**src/hdl/game_pkg.sv**
```systemverilog
`default_nettype none

package game_pkg;

   // ####################################################################
   // Field geometry
   // ####################################################################
   localparam int POS_W = 12;
   localparam logic [POS_W-1:0] NET_X = 12'd512;     // x below this is player 1's side
   localparam logic [POS_W-1:0] GROUND_Y = 12'd679;

   // Rule limits
   localparam logic [2:0] MAX_TOUCHES = 3'd4;
   localparam logic [3:0] WIN_SCORE = 4'd15;
   localparam int RALLY_W = 16;

   // ####################################################################
   // Register map and word layouts
   // ####################################################################
   localparam logic [3:0] REG_SAMPLE = 4'h0;      // Write only
   localparam logic [3:0] REG_STATUS = 4'h4;      // Read only
   localparam logic [3:0] REG_RALLY = 4'h8;       // Read only
   localparam logic [3:0] REG_IRQ_CLEAR = 4'hC;   // Write only

   localparam int SAMPLE_X_LSB = 0;
   localparam int SAMPLE_Y_LSB = 12;
   localparam int SAMPLE_COL1_BIT = 24;
   localparam int SAMPLE_COL2_BIT = 25;

   localparam int STAT_S1_LSB = 0;
   localparam int STAT_S2_LSB = 4;
   localparam int STAT_WINNER_BIT = 8;            // 0 when player 1 took the last point
   localparam int STAT_END_BIT = 9;
   localparam int STAT_IRQ_BIT = 10;
   localparam int STAT_PHASE_LSB = 11;

   // Game phases
   localparam logic [1:0] PHASE_SERVE = 2'd0;
   localparam logic [1:0] PHASE_RALLY = 2'd1;
   localparam logic [1:0] PHASE_OVER = 2'd2;

endpackage

`default_nettype wire

```
**src/hdl/apb_sample_port.sv**
```systemverilog
`timescale 1ns/1ps
`default_nettype none

module apb_sample_port (
   input  logic                       clk_div,
   input  logic                       rst,
   input  logic                       psel,
   input  logic                       penable,
   input  logic                       pwrite,
   input  logic [3:0]                 paddr,
   input  logic [31:0]                pwdata,
   output logic [31:0]                prdata,
   output logic                       pready,
   output logic                       pslverr,
   input  logic [31:0]                status_word,
   input  logic [31:0]                rally_word,
   output logic                       sample_valid,
   output logic [game_pkg::POS_W-1:0] sample_x,
   output logic [game_pkg::POS_W-1:0] sample_y,
   output logic                       col1,
   output logic                       col2,
   output logic                       irq_clear
);

   import game_pkg::*;

   logic        setup_phase;
   logic        access_phase;
   logic        wr_ok;          // Offset takes writes
   logic        rd_ok;          // Offset takes reads
   logic        wr_done;
   logic [31:0] rd_data;

   assign setup_phase = psel && !penable;
   assign access_phase = psel && penable;

   assign wr_ok = (paddr == REG_SAMPLE) || (paddr == REG_IRQ_CLEAR);
   assign rd_ok = (paddr == REG_STATUS) || (paddr == REG_RALLY);

   // Error transfers never reach here since pslverr is high with pready
   assign wr_done = access_phase && pwrite && pready && !pslverr;

   always_comb begin
      case (paddr)
         REG_STATUS: rd_data = status_word;
         REG_RALLY:  rd_data = rally_word;
         default:    rd_data = '0;
      endcase
   end

   // ####################################################################
   // Handshake
   // ####################################################################
   always_ff @(posedge clk_div) begin
      if (rst) begin
         pready <= 1'b0;
         pslverr <= 1'b0;
      end else if (setup_phase && pwrite) begin
         pready <= 1'b1;            // Write completes in first access cycle
         pslverr <= !wr_ok;
      end else if (access_phase && !pwrite && !pready) begin
         pready <= 1'b1;            // One wait state for reads
         pslverr <= !rd_ok;
      end else begin
         pready <= 1'b0;
         pslverr <= 1'b0;
      end
   end

   // Read data goes out with pready
   always_ff @(posedge clk_div) begin
      if (access_phase && !pwrite && !pready) begin
         prdata <= rd_data;
      end
   end

   // ####################################################################
   // Write decode
   // ####################################################################
   always_ff @(posedge clk_div) begin
      if (rst) begin
         sample_valid <= 1'b0;
         irq_clear <= 1'b0;
      end else begin
         sample_valid <= wr_done && (paddr == REG_SAMPLE);
         irq_clear <= wr_done && (paddr == REG_IRQ_CLEAR) && pwdata[0];
      end
   end

   always_ff @(posedge clk_div) begin
      if (wr_done && (paddr == REG_SAMPLE)) begin
         sample_x <= pwdata[SAMPLE_X_LSB +: POS_W];
         sample_y <= pwdata[SAMPLE_Y_LSB +: POS_W];
         col1 <= pwdata[SAMPLE_COL1_BIT];
         col2 <= pwdata[SAMPLE_COL2_BIT];
      end
   end

   // Host protocol checks
   a_penable_needs_psel: assert property (
      @(posedge clk_div) disable iff (rst)
      penable |-> psel
   );

   a_paddr_stable: assert property (
      @(posedge clk_div) disable iff (rst)
      (psel && penable) |-> $stable(paddr)
   );

endmodule

`default_nettype wire

```
**src/hdl/rally_judge.sv**
```systemverilog
`timescale 1ns/1ps
`default_nettype none

module rally_judge (
   input  logic                       clk_div,
   input  logic                       rst,
   input  logic                       sample_valid,
   input  logic [game_pkg::POS_W-1:0] sample_x,
   input  logic [game_pkg::POS_W-1:0] sample_y,
   input  logic                       col1,
   input  logic                       col2,
   output logic [1:0]                 phase,
   output logic [3:0]                 score1,
   output logic [3:0]                 score2,
   output logic                       last_winner,
   output logic                       endgame,
   output logic                       point_pulse
);

   import game_pkg::*;

   logic       on_ground;
   logic       far_side;        // Ball on player 2's side
   logic [2:0] touch1;
   logic [2:0] touch2;
   logic [2:0] touch1_nxt;
   logic [2:0] touch2_nxt;
   logic       point_won;
   logic       winner;          // 0 is player 1
   logic [3:0] score1_nxt;
   logic [3:0] score2_nxt;

   assign on_ground = (sample_y == GROUND_Y);
   assign far_side = (sample_x >= NET_X);

   // A touch counts only on the player's own side and off the ground
   assign touch1_nxt = touch1 + {2'b00, col1 && !far_side && !on_ground};
   assign touch2_nxt = touch2 + {2'b00, col2 && far_side && !on_ground};

   // ####################################################################
   // Point rules
   // ####################################################################
   always_comb begin
      point_won = 1'b1;
      winner = 1'b0;
      if (on_ground) begin
         winner = !far_side;        // Far side of the ball takes it
      end else if (touch1_nxt == MAX_TOUCHES) begin
         winner = 1'b1;
      end else if (touch2_nxt == MAX_TOUCHES) begin
         winner = 1'b0;
      end else begin
         point_won = 1'b0;
      end
   end

   assign score1_nxt = score1 + {3'b000, !winner};
   assign score2_nxt = score2 + {3'b000, winner};

   // ####################################################################
   // Rally FSM
   // ####################################################################
   always_ff @(posedge clk_div) begin
      if (rst) begin
         phase <= PHASE_SERVE;
         touch1 <= '0;
         touch2 <= '0;
         score1 <= '0;
         score2 <= '0;
         last_winner <= 1'b0;
         endgame <= 1'b0;
         point_pulse <= 1'b0;
      end else begin
         point_pulse <= 1'b0;
         if (sample_valid) begin
            case (phase)
               PHASE_SERVE: begin
                  if (col1 || col2) begin  // Any collision is a serve
                     touch1 <= '0;
                     touch2 <= '0;
                     phase <= PHASE_RALLY;
                  end
               end
               PHASE_RALLY: begin
                  touch1 <= touch1_nxt;
                  touch2 <= touch2_nxt;
                  if (point_won) begin
                     point_pulse <= 1'b1;
                     last_winner <= winner;
                     score1 <= score1_nxt;
                     score2 <= score2_nxt;
                     if ((score1_nxt == WIN_SCORE) || (score2_nxt == WIN_SCORE)) begin
                        phase <= PHASE_OVER;
                        endgame <= 1'b1;
                     end else begin
                        phase <= PHASE_SERVE;
                     end
                  end
               end
               PHASE_OVER: begin
                  // Held until reset
               end
               default: phase <= PHASE_SERVE;
            endcase
         end
      end
   end

   // A winning score is final, so no score wraps past the limit
   a_score_limit: assert property (
      @(posedge clk_div) disable iff (rst)
      ((score1 == WIN_SCORE) || (score2 == WIN_SCORE))
         |=> ($stable(score1) && $stable(score2))
   );

   a_single_point_pulse: assert property (
      @(posedge clk_div) disable iff (rst)
      point_pulse |=> !point_pulse
   );

endmodule

`default_nettype wire

```
**src/hdl/score_reporter.sv**
```systemverilog
`timescale 1ns/1ps
`default_nettype none

module score_reporter (
   input  logic        clk_div,
   input  logic        rst,
   input  logic        sample_valid,
   input  logic [1:0]  phase,
   input  logic [3:0]  score1,
   input  logic [3:0]  score2,
   input  logic        last_winner,
   input  logic        endgame,
   input  logic        point_pulse,
   input  logic        irq_clear,
   output logic        irq,
   output logic [31:0] status_word,
   output logic [31:0] rally_word
);

   import game_pkg::*;

   logic [RALLY_W-1:0] rally_cnt;     // Samples seen in the current rally
   logic [RALLY_W-1:0] rally_len;

   // ####################################################################
   // Rally length and interrupt
   // ####################################################################
   always_ff @(posedge clk_div) begin
      if (rst) begin
         rally_cnt <= '0;
         rally_len <= '0;
         irq <= 1'b0;
      end else begin
         if (point_pulse) begin
            rally_len <= rally_cnt;
            rally_cnt <= '0;
         end else if (sample_valid && (phase == PHASE_RALLY)) begin
            rally_cnt <= rally_cnt + 1'b1;   // Ending sample included
         end

         if (point_pulse) begin
            irq <= 1'b1;                    // Set beats clear
         end else if (irq_clear) begin
            irq <= 1'b0;
         end
      end
   end

   // Status packing
   always_comb begin
      status_word = '0;
      status_word[STAT_S1_LSB +: 4] = score1;
      status_word[STAT_S2_LSB +: 4] = score2;
      status_word[STAT_WINNER_BIT] = last_winner;
      status_word[STAT_END_BIT] = endgame;
      status_word[STAT_IRQ_BIT] = irq;
      status_word[STAT_PHASE_LSB +: 2] = phase;
   end

   assign rally_word = {{(32-RALLY_W){1'b0}}, rally_len};

   // The point has left the rally and no sample is lost to the counter
   a_point_ends_rally: assert property (
      @(posedge clk_div) disable iff (rst)
      point_pulse |-> (!sample_valid && (phase != PHASE_RALLY))
   );

endmodule

`default_nettype wire

```
**src/hdl/volley_judge_top.sv**
```systemverilog
`timescale 1ns/1ps
`default_nettype none

module volley_judge_top (
   input  logic        clk_div,
   input  logic        rst,
   input  logic        psel,
   input  logic        penable,
   input  logic        pwrite,
   input  logic [3:0]  paddr,
   input  logic [31:0] pwdata,
   output logic [31:0] prdata,
   output logic        pready,
   output logic        pslverr,
   output logic        irq
);

   import game_pkg::*;

   // Sample path
   logic             sample_valid;
   logic [POS_W-1:0] sample_x;
   logic [POS_W-1:0] sample_y;
   logic             col1;
   logic             col2;
   logic             irq_clear;

   // Judge results
   logic [1:0]       phase;
   logic [3:0]       score1;
   logic [3:0]       score2;
   logic             last_winner;
   logic             endgame;
   logic             point_pulse;

   // Readback words
   logic [31:0]      status_word;
   logic [31:0]      rally_word;

   apb_sample_port u_apb_sample_port (
      .clk_div      (clk_div),
      .rst          (rst),
      .psel         (psel),
      .penable      (penable),
      .pwrite       (pwrite),
      .paddr        (paddr),
      .pwdata       (pwdata),
      .prdata       (prdata),
      .pready       (pready),
      .pslverr      (pslverr),
      .status_word  (status_word),
      .rally_word   (rally_word),
      .sample_valid (sample_valid),
      .sample_x     (sample_x),
      .sample_y     (sample_y),
      .col1         (col1),
      .col2         (col2),
      .irq_clear    (irq_clear)
   );

   rally_judge u_rally_judge (
      .clk_div      (clk_div),
      .rst          (rst),
      .sample_valid (sample_valid),
      .sample_x     (sample_x),
      .sample_y     (sample_y),
      .col1         (col1),
      .col2         (col2),
      .phase        (phase),
      .score1       (score1),
      .score2       (score2),
      .last_winner  (last_winner),
      .endgame      (endgame),
      .point_pulse  (point_pulse)
   );

   score_reporter u_score_reporter (
      .clk_div      (clk_div),
      .rst          (rst),
      .sample_valid (sample_valid),
      .phase        (phase),
      .score1       (score1),
      .score2       (score2),
      .last_winner  (last_winner),
      .endgame      (endgame),
      .point_pulse  (point_pulse),
      .irq_clear    (irq_clear),
      .irq          (irq),
      .status_word  (status_word),
      .rally_word   (rally_word)
   );

endmodule

`default_nettype wire

```
**config.mk**
```make
export PLATFORM = sky130hd
export DESIGN_NAME = volley_judge_top
export DESIGN_NICKNAME = d
export VERILOG_FILES = /design/src/hdl/game_pkg.sv /design/src/hdl/apb_sample_port.sv /design/src/hdl/rally_judge.sv /design/src/hdl/score_reporter.sv /design/src/hdl/volley_judge_top.sv
export SDC_FILE = /design/constraint.sdc
export NUM_CORES = 1
export LEC_CHECK = 0
export ABC_AREA = 1
export BUFFER_PORTS_ARGS = -buffer_cell sky130_fd_sc_hd__buf_2
export CORE_MARGIN = 8
export CORE_UTILIZATION = 40
export CTS_BUF_LIST = sky130_fd_sc_hd__clkbuf_4
export DETAILED_ROUTE_END_ITERATION = 10
export MAX_ROUTING_LAYER = met4
export PLACE_DENSITY = 0.63
export SYNTH_ARGS = -nofsm -noshare
export SYNTH_HDL_FRONTEND = slang
export SYNTH_SLANG_ARGS = --single-unit
export TNS_END_PERCENT = 10
```
**constraint.sdc**
```tcl
create_clock -name clk_div -period 2.3 [get_ports clk_div]
set_input_delay 0.23 -clock clk_div [delete_from_list [all_inputs] [get_ports clk_div]]
set_output_delay 0.23 -clock clk_div [all_outputs]
set_load 0.01 [all_outputs]
```
* Yosys cells after proc, flatten, opt, wreduce, memory -nomap -nowiden
Cells that the tools add are included.
** Cells by class
- Add/subtract/negate cells :: 5
- $lt $le $gt $ge :: 1
- Equal/unequal tests :: 12
- Mux-type cells :: 20
- Bitwise operators :: 3
- Reductions and logical operators :: 39
** Operator list (number)
- $pmux 16 s2 :: 1
- $add 16x1->16 const B :: 1
- $eq 4x4->1 const B :: 4
- $logic_and 1x1->1 :: 16
- $eq 12x10->1 const B :: 1
- $ge 12x10->1 const B :: 1
- $mux 1 :: 12
- $pmux 3 s2 :: 2
- $logic_not 1->1 :: 9
- $add 4x1->4 :: 2
- $reduce_and 4->1 :: 2
- $add 3x1->3 :: 2
- $eq 3x3->1 const B :: 2
- $mux 2 :: 3
- $pmux 2 s3 :: 1
- $reduce_and 3->1 :: 2
- $eq 4x3->1 const B :: 1
- $logic_not 4->1 :: 1
- $logic_or 1x1->1 :: 4
- $ne 2x1->1 const B :: 2
- $reduce_bool 2->1 :: 2
- $mux 3 :: 1
- $not 1->1 :: 3
- $reduce_or 3->1 :: 1
- 4 further kinds :: 4
** Word-level totals
- Register bits after elaboration :: 114
- Output and inout port bits :: 35

* Logic depth before layout (Yosys ltp)
Gate-level depths: netlist of the first run.
- Depth in word-level cells :: 15
- Depth in mapped cells :: 23
- Mapped depth without buffers :: 23

* Modules after synthesis
A second synthesis of the first run with hierarchy kept.
** Unflattened totals
- Cell total of the unflattened synthesis :: 596
- Area total of the unflattened synthesis :: 5373.9 sq um
** Modules (own cells, without submodules)
- apb_sample_port :: times used 1, cells an instance 202, area an instance 2514.9 sq um, sequential area each 1821.7 sq um
- score_reporter :: times used 1, cells an instance 246, area an instance 1791.7 sq um, sequential area each 660.6 sq um
- rally_judge :: times used 1, cells an instance 148, area an instance 1067.3 sq um, sequential area each 380.4 sq um

* Worst setup path before layout of the first run
Ideal clock, no wire load.
- Path type :: register to register
- Start :: reg u_apb_sample_port.pready
- End :: reg u_apb_sample_port.prdata[0], enable pin
- Library setup time :: 0.438 ns
- Arrival :: 2.155 ns
- Required time :: 1.862 ns
- Path slack :: -0.293 ns
- Stages on the path, launching flop included :: 2
- Clock period less this slack :: 2.593 ns
- Cell sequence :: dfxtp_1 > nor4_1
** Between the ends
- Word-level cells in the longest chain between the ends :: 2
** RTL lines
- start: declaration :: line apb_sample_port.sv:13 : output logic pready,
- start signal: assignment :: line apb_sample_port.sv:56 : pready <= 1'b0;
- start signal: assignment :: line apb_sample_port.sv:59 : pready <= 1'b1;
- start signal: assignment :: line apb_sample_port.sv:62 : pready <= 1'b1;
- $logic_not 1->1 :: line apb_sample_port.sv:72 : if (access_phase && !pwrite && !pready) begin
- $logic_and 1x1->1 :: line apb_sample_port.sv:72
- end signal: assignment :: line apb_sample_port.sv:73 : prdata <= rd_data;
- end: declaration :: line apb_sample_port.sv:12 : output logic [31:0] prdata,
Every way passes these cells.
A chain may end at the register's enable or synchronous reset.

* Final worst setup path of the first run
- Start :: reg u_apb_sample_port.sample_y[6] (netlist bit)
- End :: reg u_rally_judge.endgame
** Between the ends
- Word-level cells in the longest chain between the ends :: 12
** RTL lines
- start: declaration :: line apb_sample_port.sv:19 : output logic [game_pkg::POS_W-1:0] sample_y,
- start signal: assignment :: line apb_sample_port.sv:93 : sample_y <= pwdata[SAMPLE_Y_LSB +: POS_W];
- $eq 12x10->1 (*) :: line rally_judge.sv:33 : assign on_ground = (sample_y == GROUND_Y);
- $logic_not 1->1 :: line rally_judge.sv:37, rally_judge.sv:38
- $logic_and 1x1->1 :: line rally_judge.sv:37 : assign touch1_nxt = touch1 + {2'b00, col1 && !far_side && !on_ground};
- $add 3x1->3 :: line rally_judge.sv:37
- $eq 3x3->1 :: line rally_judge.sv:48 : end else if (touch1_nxt == MAX_TOUCHES) begin
- $mux 1 :: line rally_judge.sv:48
- $mux 1 :: line rally_judge.sv:46 : if (on_ground) begin
- $logic_not 1->1 :: line rally_judge.sv:57 : assign score1_nxt = score1 + {3'b000, !winner};
- $add 4x1->4 :: line rally_judge.sv:57
- $eq 4x4->1 :: line rally_judge.sv:92 : if ((score1_nxt == WIN_SCORE) || (score2_nxt == WIN_SCORE)) begin
- $logic_or 1x1->1 :: line rally_judge.sv:92
- $reduce_and 4->1 (no line) (*)
- end signal: assignment :: line rally_judge.sv:71 : endgame <= 1'b0;
- end signal: assignment :: line rally_judge.sv:94 : endgame <= 1'b1;
- end: declaration :: line rally_judge.sv:16 : output logic endgame,
Every way passes the cells marked *; elsewhere a longest branch is shown, timed or not.

==> results.yml, run 1 <==
global_route:
  use_met3: 0.0322
  use_met2: 0.211
  top_usage_layer: "met2"
  grt_max_degree: 29
  grt_use_met1: 0.160
  grt_pass1_wl_mm: 13.3
  grt.overflow.total: 0
  track_usage: 0.132
  antenna_found_initial: 0
  grt_pass1_vias: 2824
setup_path:
  crit_path_end_kind: "flip-flop"
  crit_top_cell: "ha_4"
  r2r_cells: 20
  cp_cell_sequence: "inv_1 -> nand2_1 -> nor2_2 -> nand3_2 -> nand4_1 -> inv_2 -> ha_4 -> ha_4 -> or2_4 -> nand3_2 -> nand2_2 -> nand2_2 -> inv_2 -> ha_4 -> ha_4 -> xor2_2 -> nand4_1 -> nand2_1 -> nand2_2 -> a21oi_1"
  critical_path_class: "reg2reg"
  critPathLaunchType: "flip-flop"
  cp.arrival_ps: 2980
  slowest_stage: "edfxtp_1"
  required_ps: 2680
  cp_max_fo: 3
  cpPeakStageDelay_ps: 390
cells_and_area:
  finish.net_count: 547
  final_cells: 632
  drive_gt1_frac: 0.260
  nFillCells: 866
  syn_to_final_growth_pct: 25.4
  antenna_cells: 0
synth:
  avgSynthCellArea_sq_um: 9.18
  synth_edf_count: 33
  syn_area_sq_um: 3830
  ys_dominant_reg_cell: "dfxtp_1"
  ys_warn_count: 0
  netlist_instances: 417
  synthArstFlopShare: 0
  ys_ff_latch: 89
  seq_area_frac_synth: 0.552
  synth.distinct_cells: 35
drt:
  drtIter0Drc: 143
  drtAntennaViolNets: 0
  wl_per_cell_microns: 13.0
  drc: 0
  viasPerCell: 4.66
  num_vias: 2946
  wl_mm: 8.23
  first_pass_iters: 5
place:
  dp_cells: 593
  portBuffers: 45
  gp_congestion: 0.791
  dp_hpwl_mm: 5.84
timing:
  tightestPinTransition_ps: 685
  fin_skew_ps: 17.1
  layout_setup_ws_ps: -304
  finalSetupViolations: 14
  fin_crit_ps: 2600
  period_share: 1.13
  fin_setup_tns_ps: -3060
  slew_headroom: 0.542
  hold_viol: 0
  max_freq_mhz: 384
  slew_violations: 0
  rsz0062_at_grt: "yes"
pwr:
  p_per_area_nw_per_um2: 584
  leakage_nw: 1.90
  worst_ir_drop_vdd_mv: 0.319
clock_network:
  cts_tree: "done"
  root_buffer: "clkbuf_4"
  cts_buffers: 9
  clock_sinks: 89
  clkTransAtPathRegs_ps: 160
  cts_max_level: 3
  insertion_delay_ps: 430
  clock_path_buffers: 2
die:
  fp-row-count: 35
  start_util: 0.412
  io_pins: 76
  core_sq_um: 9280
  dieArea_sq_um: 13000
  die_h_microns: 114
  die_x_microns: 114
run_status:
  violations: "setup timing"
  status: "complete, but fails checks"
run:
  maxCapViolCount: 0
min_path:
  hold_depth: 3
  holdCritPathClass: "in2reg"
-- layer usage --
layer / up-vias / wire [microns]
li1: 1512 / -
met1: 1358 / 3890
met2: 70 / 3820
met3: 6 / 430
met4: 0 / 85
met5: - / 0
-- cells in the final DEF (no fill, tap or decap), drive strengths merged, types with 6 or more instances in the layout --
cell         Yosys  final
ha               8      8
nand2           42     42
edfxtp          33     33
nor3             6      6
buf             19     65
nand4            8      8
o22ai           13     13
dlygate4sd3      0     17
nor2            31     31
nand3           20     20
xor2             6      6
clkbuf           8      9
a21oi           45     45
conb             1     16
dfxtp           56     56
o21ai           36     36
inv             74     78
-- worst max-delay path, delay by kind of cell (launching register included) --
family / cells / cell delay (ps)
xor gates and xnor gates: 1 / 140
and+or+nand+nor: 11 / 1100
DFF: 1 / 390
adders and majority gates: 4 / 640
buffers and inverters: 3 / 190
AOI/OAI and AO/OA: 1 / 110
-- power breakdown --
part / leakage, nW / switching, mW / internal, mW / total (mW)
Sequential: 0.755 / 0.00267 / 1.64 / 1.64
Clock: 0.0910 / 0.581 / 0.464 / 1.05
Combinational: 1.05 / 0.0680 / 0.0512 / 0.119
Total: 1.90 / 0.652 / 2.15 / 2.80
-- cell usage after synthesis, types with 3 or more instances --
cell type,number,area share
a21oi_1,45,0.059
buf_4,16,0.031
clkbuf_1,8,0.0078
dfxtp_1,56,0.29
edfxtp_1,33,0.26
ha_1,8,0.026
inv_1,70,0.069
inv_2,4,0.0039
nand2_1,38,0.037
nand3_1,19,0.025
nand4_1,7,0.011
nor2_1,26,0.025
nor2_4,4,0.012
nor3_1,4,0.0052
o21ai_0,33,0.043
o21ai_1,3,0.0039
o22ai_1,13,0.021
xor2_1,6,0.014
-- stage by stage --
stage / setup slack (ps) / power [mW] / area (sq um) / utilization / hold WS (ps)
6_report: -304 / 2.80 / 4800 / 0.517 / 107
5_1_grt: -499 / 2.90 / 4800 / 0.517 / 79.4
4_1_cts: -372 / 2.83 / 4650 / 0.501 / 96.2
3_5_place_dp: -468 / 1.77 / 4220 / 0.455 / 408
3_3_place_gp: -360 / 1.77 / 4220 / 0.455 / 407
2_1_floorplan: -240 / 1.74 / 3890 / - / 329
-- state kept, by name, summed over array words and instances (netlist names), 2 cells and up --
name                        count
u_rally_judge.score1            4
u_rally_judge.phase             2
u_apb_sample_port.sample_x      3
u_rally_judge.score2            4
u_rally_judge.touch1            3
u_score_reporter.rally_len     16
u_rally_judge.touch2            3
u_score_reporter.rally_cnt     16
u_apb_sample_port.sample_y     12
u_apb_sample_port.prdata       16
-- timing repair --
action	4_1_cts	5_1_grt
hold endpoints to repair	17	0
gates cloned	0	1
endpoints found under the setup margin	11	14
hold buffers	17	0
setup buffers	2	3
resized for setup	17	29
pin swaps	10	18
-- kinds of logic after synthesis --
kind of cell	Yosys count	synth area share
xor gates and xnor gates	8	0.0183
buffers and inverters	101	0.117
adders and majority gates	8	0.0262
DFF	89	0.552
and+or+nand+nor	112	0.150
AOI/OAI and AO/OA	98	0.136
other	1	0.000980
-- layout make-up --
type,instances,area [sq um],area share
Multi-Input combinational cell,242,1520,0.317
Sequential cell,89,2110,0.440
Clock buffer,9,67.6,0.0141
Tap cell,129,161,0.0336
Clock inverter,7,108,0.0224
Timing Repair Buffer,82,551,0.115
Inverter,74,278,0.0579
-- path summary, 6_finish.rpt --
path                                       start                             end  slack (ps)
setup / recovery   u_apb_sample_port.sample_y[6]           u_rally_judge.endgame        -300
hold / removal                         pwdata[0]     u_apb_sample_port.irq_clear         110
setup reg to reg   u_apb_sample_port.sample_y[6]           u_rally_judge.endgame        -300
hold reg to reg   u_score_reporter.rally_len[14]  u_score_reporter.rally_len[14]         480
(Power assumes the default switching activity.)
==> run 2: changes to the inputs <==
--- a/config.mk
+++ b/config.mk
@@ -16,4 +16,3 @@
 export SYNTH_ARGS = -nofsm -noshare
 export SYNTH_HDL_FRONTEND = slang
 export SYNTH_SLANG_ARGS = --single-unit
-export TNS_END_PERCENT = 10
==> run 2 against run 1 <==
Compared with the run above: the run still ends with setup timing left; critical path depth stayed put; die area stayed put; first-iteration DRC count rose by 1.4%; register-to-register slack got worse by 60 ps; clock power fell by 7%; wire length rose by 2.8%; clock-buffer cell count is 2 higher; total power is 2.3% lower; critical path type unchanged; critical endpoint unchanged; largest cell class unchanged.
==> results.yml, run 2 (synthesized netlist as in run 1, its figures left out) <==
run_status:
  status: "complete, but fails checks"
  violations: "setup timing"
cells_and_area:
  antenna_cells: 0
  drive_gt1_frac: 0.268
  final_cells: 637
  layout_commonest_cell: "inv_1"
  design_area_sq_um: 4830
  final_cell_mix: "inv_1 (65), dfxtp_1 (56), buf_2 (45)"
  syn_to_final_growth_pct: 26.3
  finish.net_count: 552
  reg_top3: "u_apb_sample_port.prdata: 16 flops, u_score_reporter.rally_cnt: 16 flops, u_score_reporter.rally_len: 16 flops"
  final_core_util: 0.521
drt:
  wl_mm: 8.45
  wl_per_cell_microns: 13.3
  drtAntennaViolNets: 0
  first_pass_iters: 4
  num_vias: 3019
  drtIter0Drc: 145
  drc: 0
  viasPerCell: 4.74
pwr:
  p_per_area_nw_per_um2: 567
  leakage_nw: 1.93
  worst_ir_drop_vdd_mv: 0.245
timing:
  rsz0062_at_grt: "yes"
  slew_headroom: 0.567
  slew_violations: 0
  fin_skew_ps: 12.7
  tightestPinTransition_ps: 647
  layout_setup_ws_ps: -362
  fin_crit_ps: 2660
  finalSetupViolations: 12
  max_freq_mhz: 376
  period_share: 1.16
  hold_viol: 0
global_route:
  track_usage: 0.135
  grt_pass1_wl_mm: 13.5
  grt_pass1_vias: 2932
  grt.overflow.total: 0
  grt_max_degree: 29
  antenna_found_initial: 0
setup_path:
  cp_max_fo: 3
  critPathLaunchType: "flip-flop"
  crit_path_end_kind: "flip-flop"
  required_ps: 2670
  critical_path_class: "reg2reg"
  cp.arrival_ps: 3030
place:
  portBuffers: 45
  placedInstanceArea_sq_um: 4280
  dp_cells: 593
  gp_congestion: 0.876
  dp_hpwl_mm: 5.97
die:
  start_util: 0.412
  dieArea_sq_um: 13000
  io_pins: 76
  die_x_microns: 114
  die_h_microns: 114
  fp-row-count: 35
  core_sq_um: 9280
clock_network:
  cts_tree: "done"
  insertion_delay_ps: 420
  clkTransAtPathRegs_ps: 140
  clock_sinks: 89
  root_buffer: "clkbuf_4"
  cts_buffers: 9
  clock_path_buffers: 2
  cts_max_level: 3
min_path:
  holdCritPathClass: "in2reg"
run:
  maxCapViolCount: 0
[run 2: power breakdown]
part           switching (mW)  internal (mW)  leakage (nW)
Sequential            0.00271           1.64         0.755
Clock                   0.514          0.467        0.0887
Combinational          0.0700         0.0512          1.08
[run 2: cell type report]
class                      count  area [sq um]
tap                          129           161
fill                         848          4450
multi-input combinational    242          1530
timing repair buffer          87           591
clock buffer                  11          82.6
clock inverter                 5          81.3
inverter                      74           280
sequential                    89          2110
[run 2: worst paths after layout]
| kind | slack [ps] | startpoint | end | cells after the start |
|---|---|---|---|---|
| setup reg to reg | -360 | u_apb_sample_port.sample_y[8] | u_rally_judge.endgame | 20 |
| hold / removal | 120 | pwdata[0] | u_apb_sample_port.irq_clear | 3 |
| hold reg to reg | 480 | u_score_reporter.rally_len[14] | u_score_reporter.rally_len[14] | 2 |
| setup / recovery | -360 | u_apb_sample_port.sample_y[8] | u_rally_judge.endgame | 20 |
[run 2: what timing repair did]
item / CTS / global route
endpoints found under the setup margin: 12 / 13
cloned: 1 / 0
gates resized for setup: 18 / 22
setup buffers: 8 / 2
pin swaps: 17 / 12
hold buffers: 17 / 0
endpoints found under the hold margin: 17 / 0
[run 2: stage by stage]
stage	TNS, ps	hold WS, ps	setup WS [ps]	power [mW]
floorplan	-544	329	-189	1.74
finish	-1900	119	-362	2.74
detailed placement	-2570	408	-412	1.77
global placement	-2020	408	-343	1.77
global route	-4240	115	-557	2.84
CTS	-2010	95.0	-329	2.75
[run 2: critical path, cell delays in order, from the launching register on]
cell	delay, ps
edfxtp_1	390
inv_1	70
nand2_1	60
nor2_2	140
nand3_2	90
nand4_1	70
inv_1	50
ha_2	180
ha_4	160
or2_1	220
nand3_1	70
nand2_1	70
nand2_2	90
inv_2	60
ha_4	170
ha_4	160
xor2_2	150
nand4_1	140
nand2_1	90
nand2_2	70
a21oi_2	110
[run 2: metal layers]
metal  vias up  wire length, microns  track usage
li1       1527                     -            -
met4         0                   214       0.0763
met5         -                     0            -
met3        14                   339       0.0195
met1      1404                  3750        0.153
met2        74                  4150        0.226
==> run 3: changes to the inputs <==
--- a/config.mk
+++ b/config.mk
@@ -7,7 +7,7 @@
 export LEC_CHECK = 0
 export ABC_AREA = 1
 export BUFFER_PORTS_ARGS = -buffer_cell sky130_fd_sc_hd__buf_2
-export CORE_MARGIN = 8
+export CORE_MARGIN = 2
 export CORE_UTILIZATION = 40
 export CTS_BUF_LIST = sky130_fd_sc_hd__clkbuf_4
 export DETAILED_ROUTE_END_ITERATION = 10
==> constraint.sdc (replaced) <==
create_clock -name clk_div -period 2.2 [get_ports clk_div]
set_input_delay 0.22 -clock clk_div [delete_from_list [all_inputs] [get_ports clk_div]]
set_output_delay 0.22 -clock clk_div [all_outputs]
set_load 0.01 [all_outputs]
==> run 3 against run 2 <==
Compared with the run above: worst setup slack worse by 170 ps; via count is 1.4% lower; the run still ends with setup timing left; combinational power is 3% higher; total power is 3.2% lower; die area is 20% lower; clock-buffer cell count is 2 lower.
==> results.yml, run 3 (synthesized netlist as in run 1, its figures left out) <==
global_route:
  grt_use_met1: 0.216
  grt.overflow.total: 0
  track_usage: 0.174
  use_met3: 0.0390
  use_met2: 0.279
  grt_pass1_vias: 2909
  antenna_found_initial: 0
  grt_pass1_wl_mm: 13.6
  grt_max_degree: 29
  top_usage_layer: "met2"
setup_path:
  critPathLaunchType: "flip-flop"
  required_ps: 2570
  crit_path_end_kind: "flip-flop"
  cp.arrival_ps: 3100
  critical_path_class: "reg2reg"
  cp_max_fo: 3
  r2r_slack_ps: -530
pwr:
  combPwrFrac: 0.047
  leakage_nw: 1.94
  pwr-share-seq: 0.646
  fin_total_pwr_mw: 2.65
  worst_ir_drop_vdd_mv: 0.229
  p_per_area_nw_per_um2: 547
  pwr-share-clk: 0.307
  p_int_mw: 2.01
  swShare: 0.243
  p_switching_mw: 0.646
place:
  portBuffers: 45
  dp_slack_ps: -545
  dp_hpwl_mm: 5.58
  dp_cells: 594
  gp_congestion: 0.918
  placedInstanceArea_sq_um: 4290
timing:
  rsz0062_at_grt: "yes"
  max_freq_mhz: 366
  hold_viol: 0
  fin_crit_ps: 2730
  fin_setup_tns_ps: -5850
  slew_headroom: 0.557
  holdWs_ps: 104
  slew_violations: 0
  period_share: 1.24
  finalSetupViolations: 13
  tightestPinTransition_ps: 663
  fin_skew_ps: 29.1
  layout_setup_ws_ps: -529
drt:
  drtAntennaViolNets: 0
  wl_per_cell_microns: 12.6
  viasPerCell: 4.63
  first_pass_iters: 4
  drc: 0
  num_vias: 2977
  wl_mm: 8.13
  drtIter0Drc: 123
cells_and_area:
  antenna_cells: 0
  reg_top3: "u_apb_sample_port.prdata: 16 flops, u_score_reporter.rally_cnt: 16 flops, u_score_reporter.rally_len: 16 flops"
  syn_to_final_growth_pct: 26.7
  layout_commonest_cell: "inv_1"
  drive_gt1_frac: 0.280
  design_area_sq_um: 4850
  finish.net_count: 558
  final_cell_mix: "inv_1 (65), dfxtp_1 (56), buf_2 (45)"
  final_core_util: 0.523
  final_cells: 643
clock_network:
  clock_sinks: 89
  cts_max_level: 3
  cts_buffers: 9
  clock_path_buffers: 2
  cts_tree: "done"
  clkTransAtPathRegs_ps: 140
  insertion_delay_ps: 440
  root_buffer: "clkbuf_4"
run_status:
  violations: "setup timing"
  status: "complete, but fails checks"
die:
  fp-row-count: 35
  dieArea_sq_um: 10400
  die_h_microns: 102
  start_util: 0.412
  core_sq_um: 9280
  die_x_microns: 102
  io_pins: 76
run:
  maxCapViolCount: 0
min_path:
  holdCritPathClass: "in2reg"
==> run 3: cell types whose count changed in the layout (fill, tap and decap cells not counted), moves of 2 or more <==
cell       change
clkbuf_4       -2
bufinv_16      -2
nor2_2         -2
buf_4          +5
o21ai_1        -2
inv_2          +2
==> run 3: final timing paths <==
path,cells after the start,endpoint,startpoint
worst max-delay path,23,u_rally_judge.endgame,u_apb_sample_port.sample_y[10]
worst min-delay path,3,u_apb_sample_port.irq_clear,pwdata[0]
worst max register to register,23,u_rally_judge.endgame,u_apb_sample_port.sample_y[10]
worst min register to register,2,u_rally_judge.last_winner,u_rally_judge.last_winner
==> run 3: area by class of cell <==
cell class                 instances  area (sq um)
tap                              129           161
clock buffer                       9          67.6
inverter                          74           278
fill                             839          4430
timing repair buffer              93           639
clock inverter                     7          53.8
sequential                        89          2110
multi-input combinational        242          1540
==> run 3: layer usage <==
layer | vias to the layer above | part of all wire
met3 | 10 | 0.042
met2 | 65 | 0.49
met4 | 0 | 0.015
li1 | 1549 | -
met5 | - | 0
met1 | 1353 | 0.45
==> run 3: timing repair <==
item / in CTS / in global routing
setup buffers: 14 / 3
hold buffers: 17 / 0
endpoints found under the hold margin: 17 / 0
resized for setup: 27 / 12
pin swaps: 29 / 15
endpoints found under the setup margin: 13 / 14
gates cloned: 0 / 0
==> run 3: power groups by stage <==
stage          clock (mW)  combinational, mW  sequential (mW)
6_report            0.815              0.125             1.71
4_1_cts             0.841              0.123             1.71
3_3_place_gp            0             0.0986             1.75
3_5_place_dp            0             0.0992             1.75
5_1_grt             0.910              0.139             1.72
2_1_floorplan           0             0.0674             1.76
==> run 3: critical path: stages (launching register included) <==
cell and delay [ps]:
edfxtp_1 400, inv_1 60, nand2_1 60, nor2_2 130, nand3_2 110, nand4_1 100
inv_2 50, ha_4 160, ha_4 220, nor2_4 110, nand3_2 70, nand2_2 70
nand2_2 70, nand2_2 70, inv_2 40, ha_4 150, xnor2_2 130, nor2_1 130
nand2_1 70, nor2_1 120, nand2_1 70, nand2_1 70, nand2_2 60, a21oi_2 120
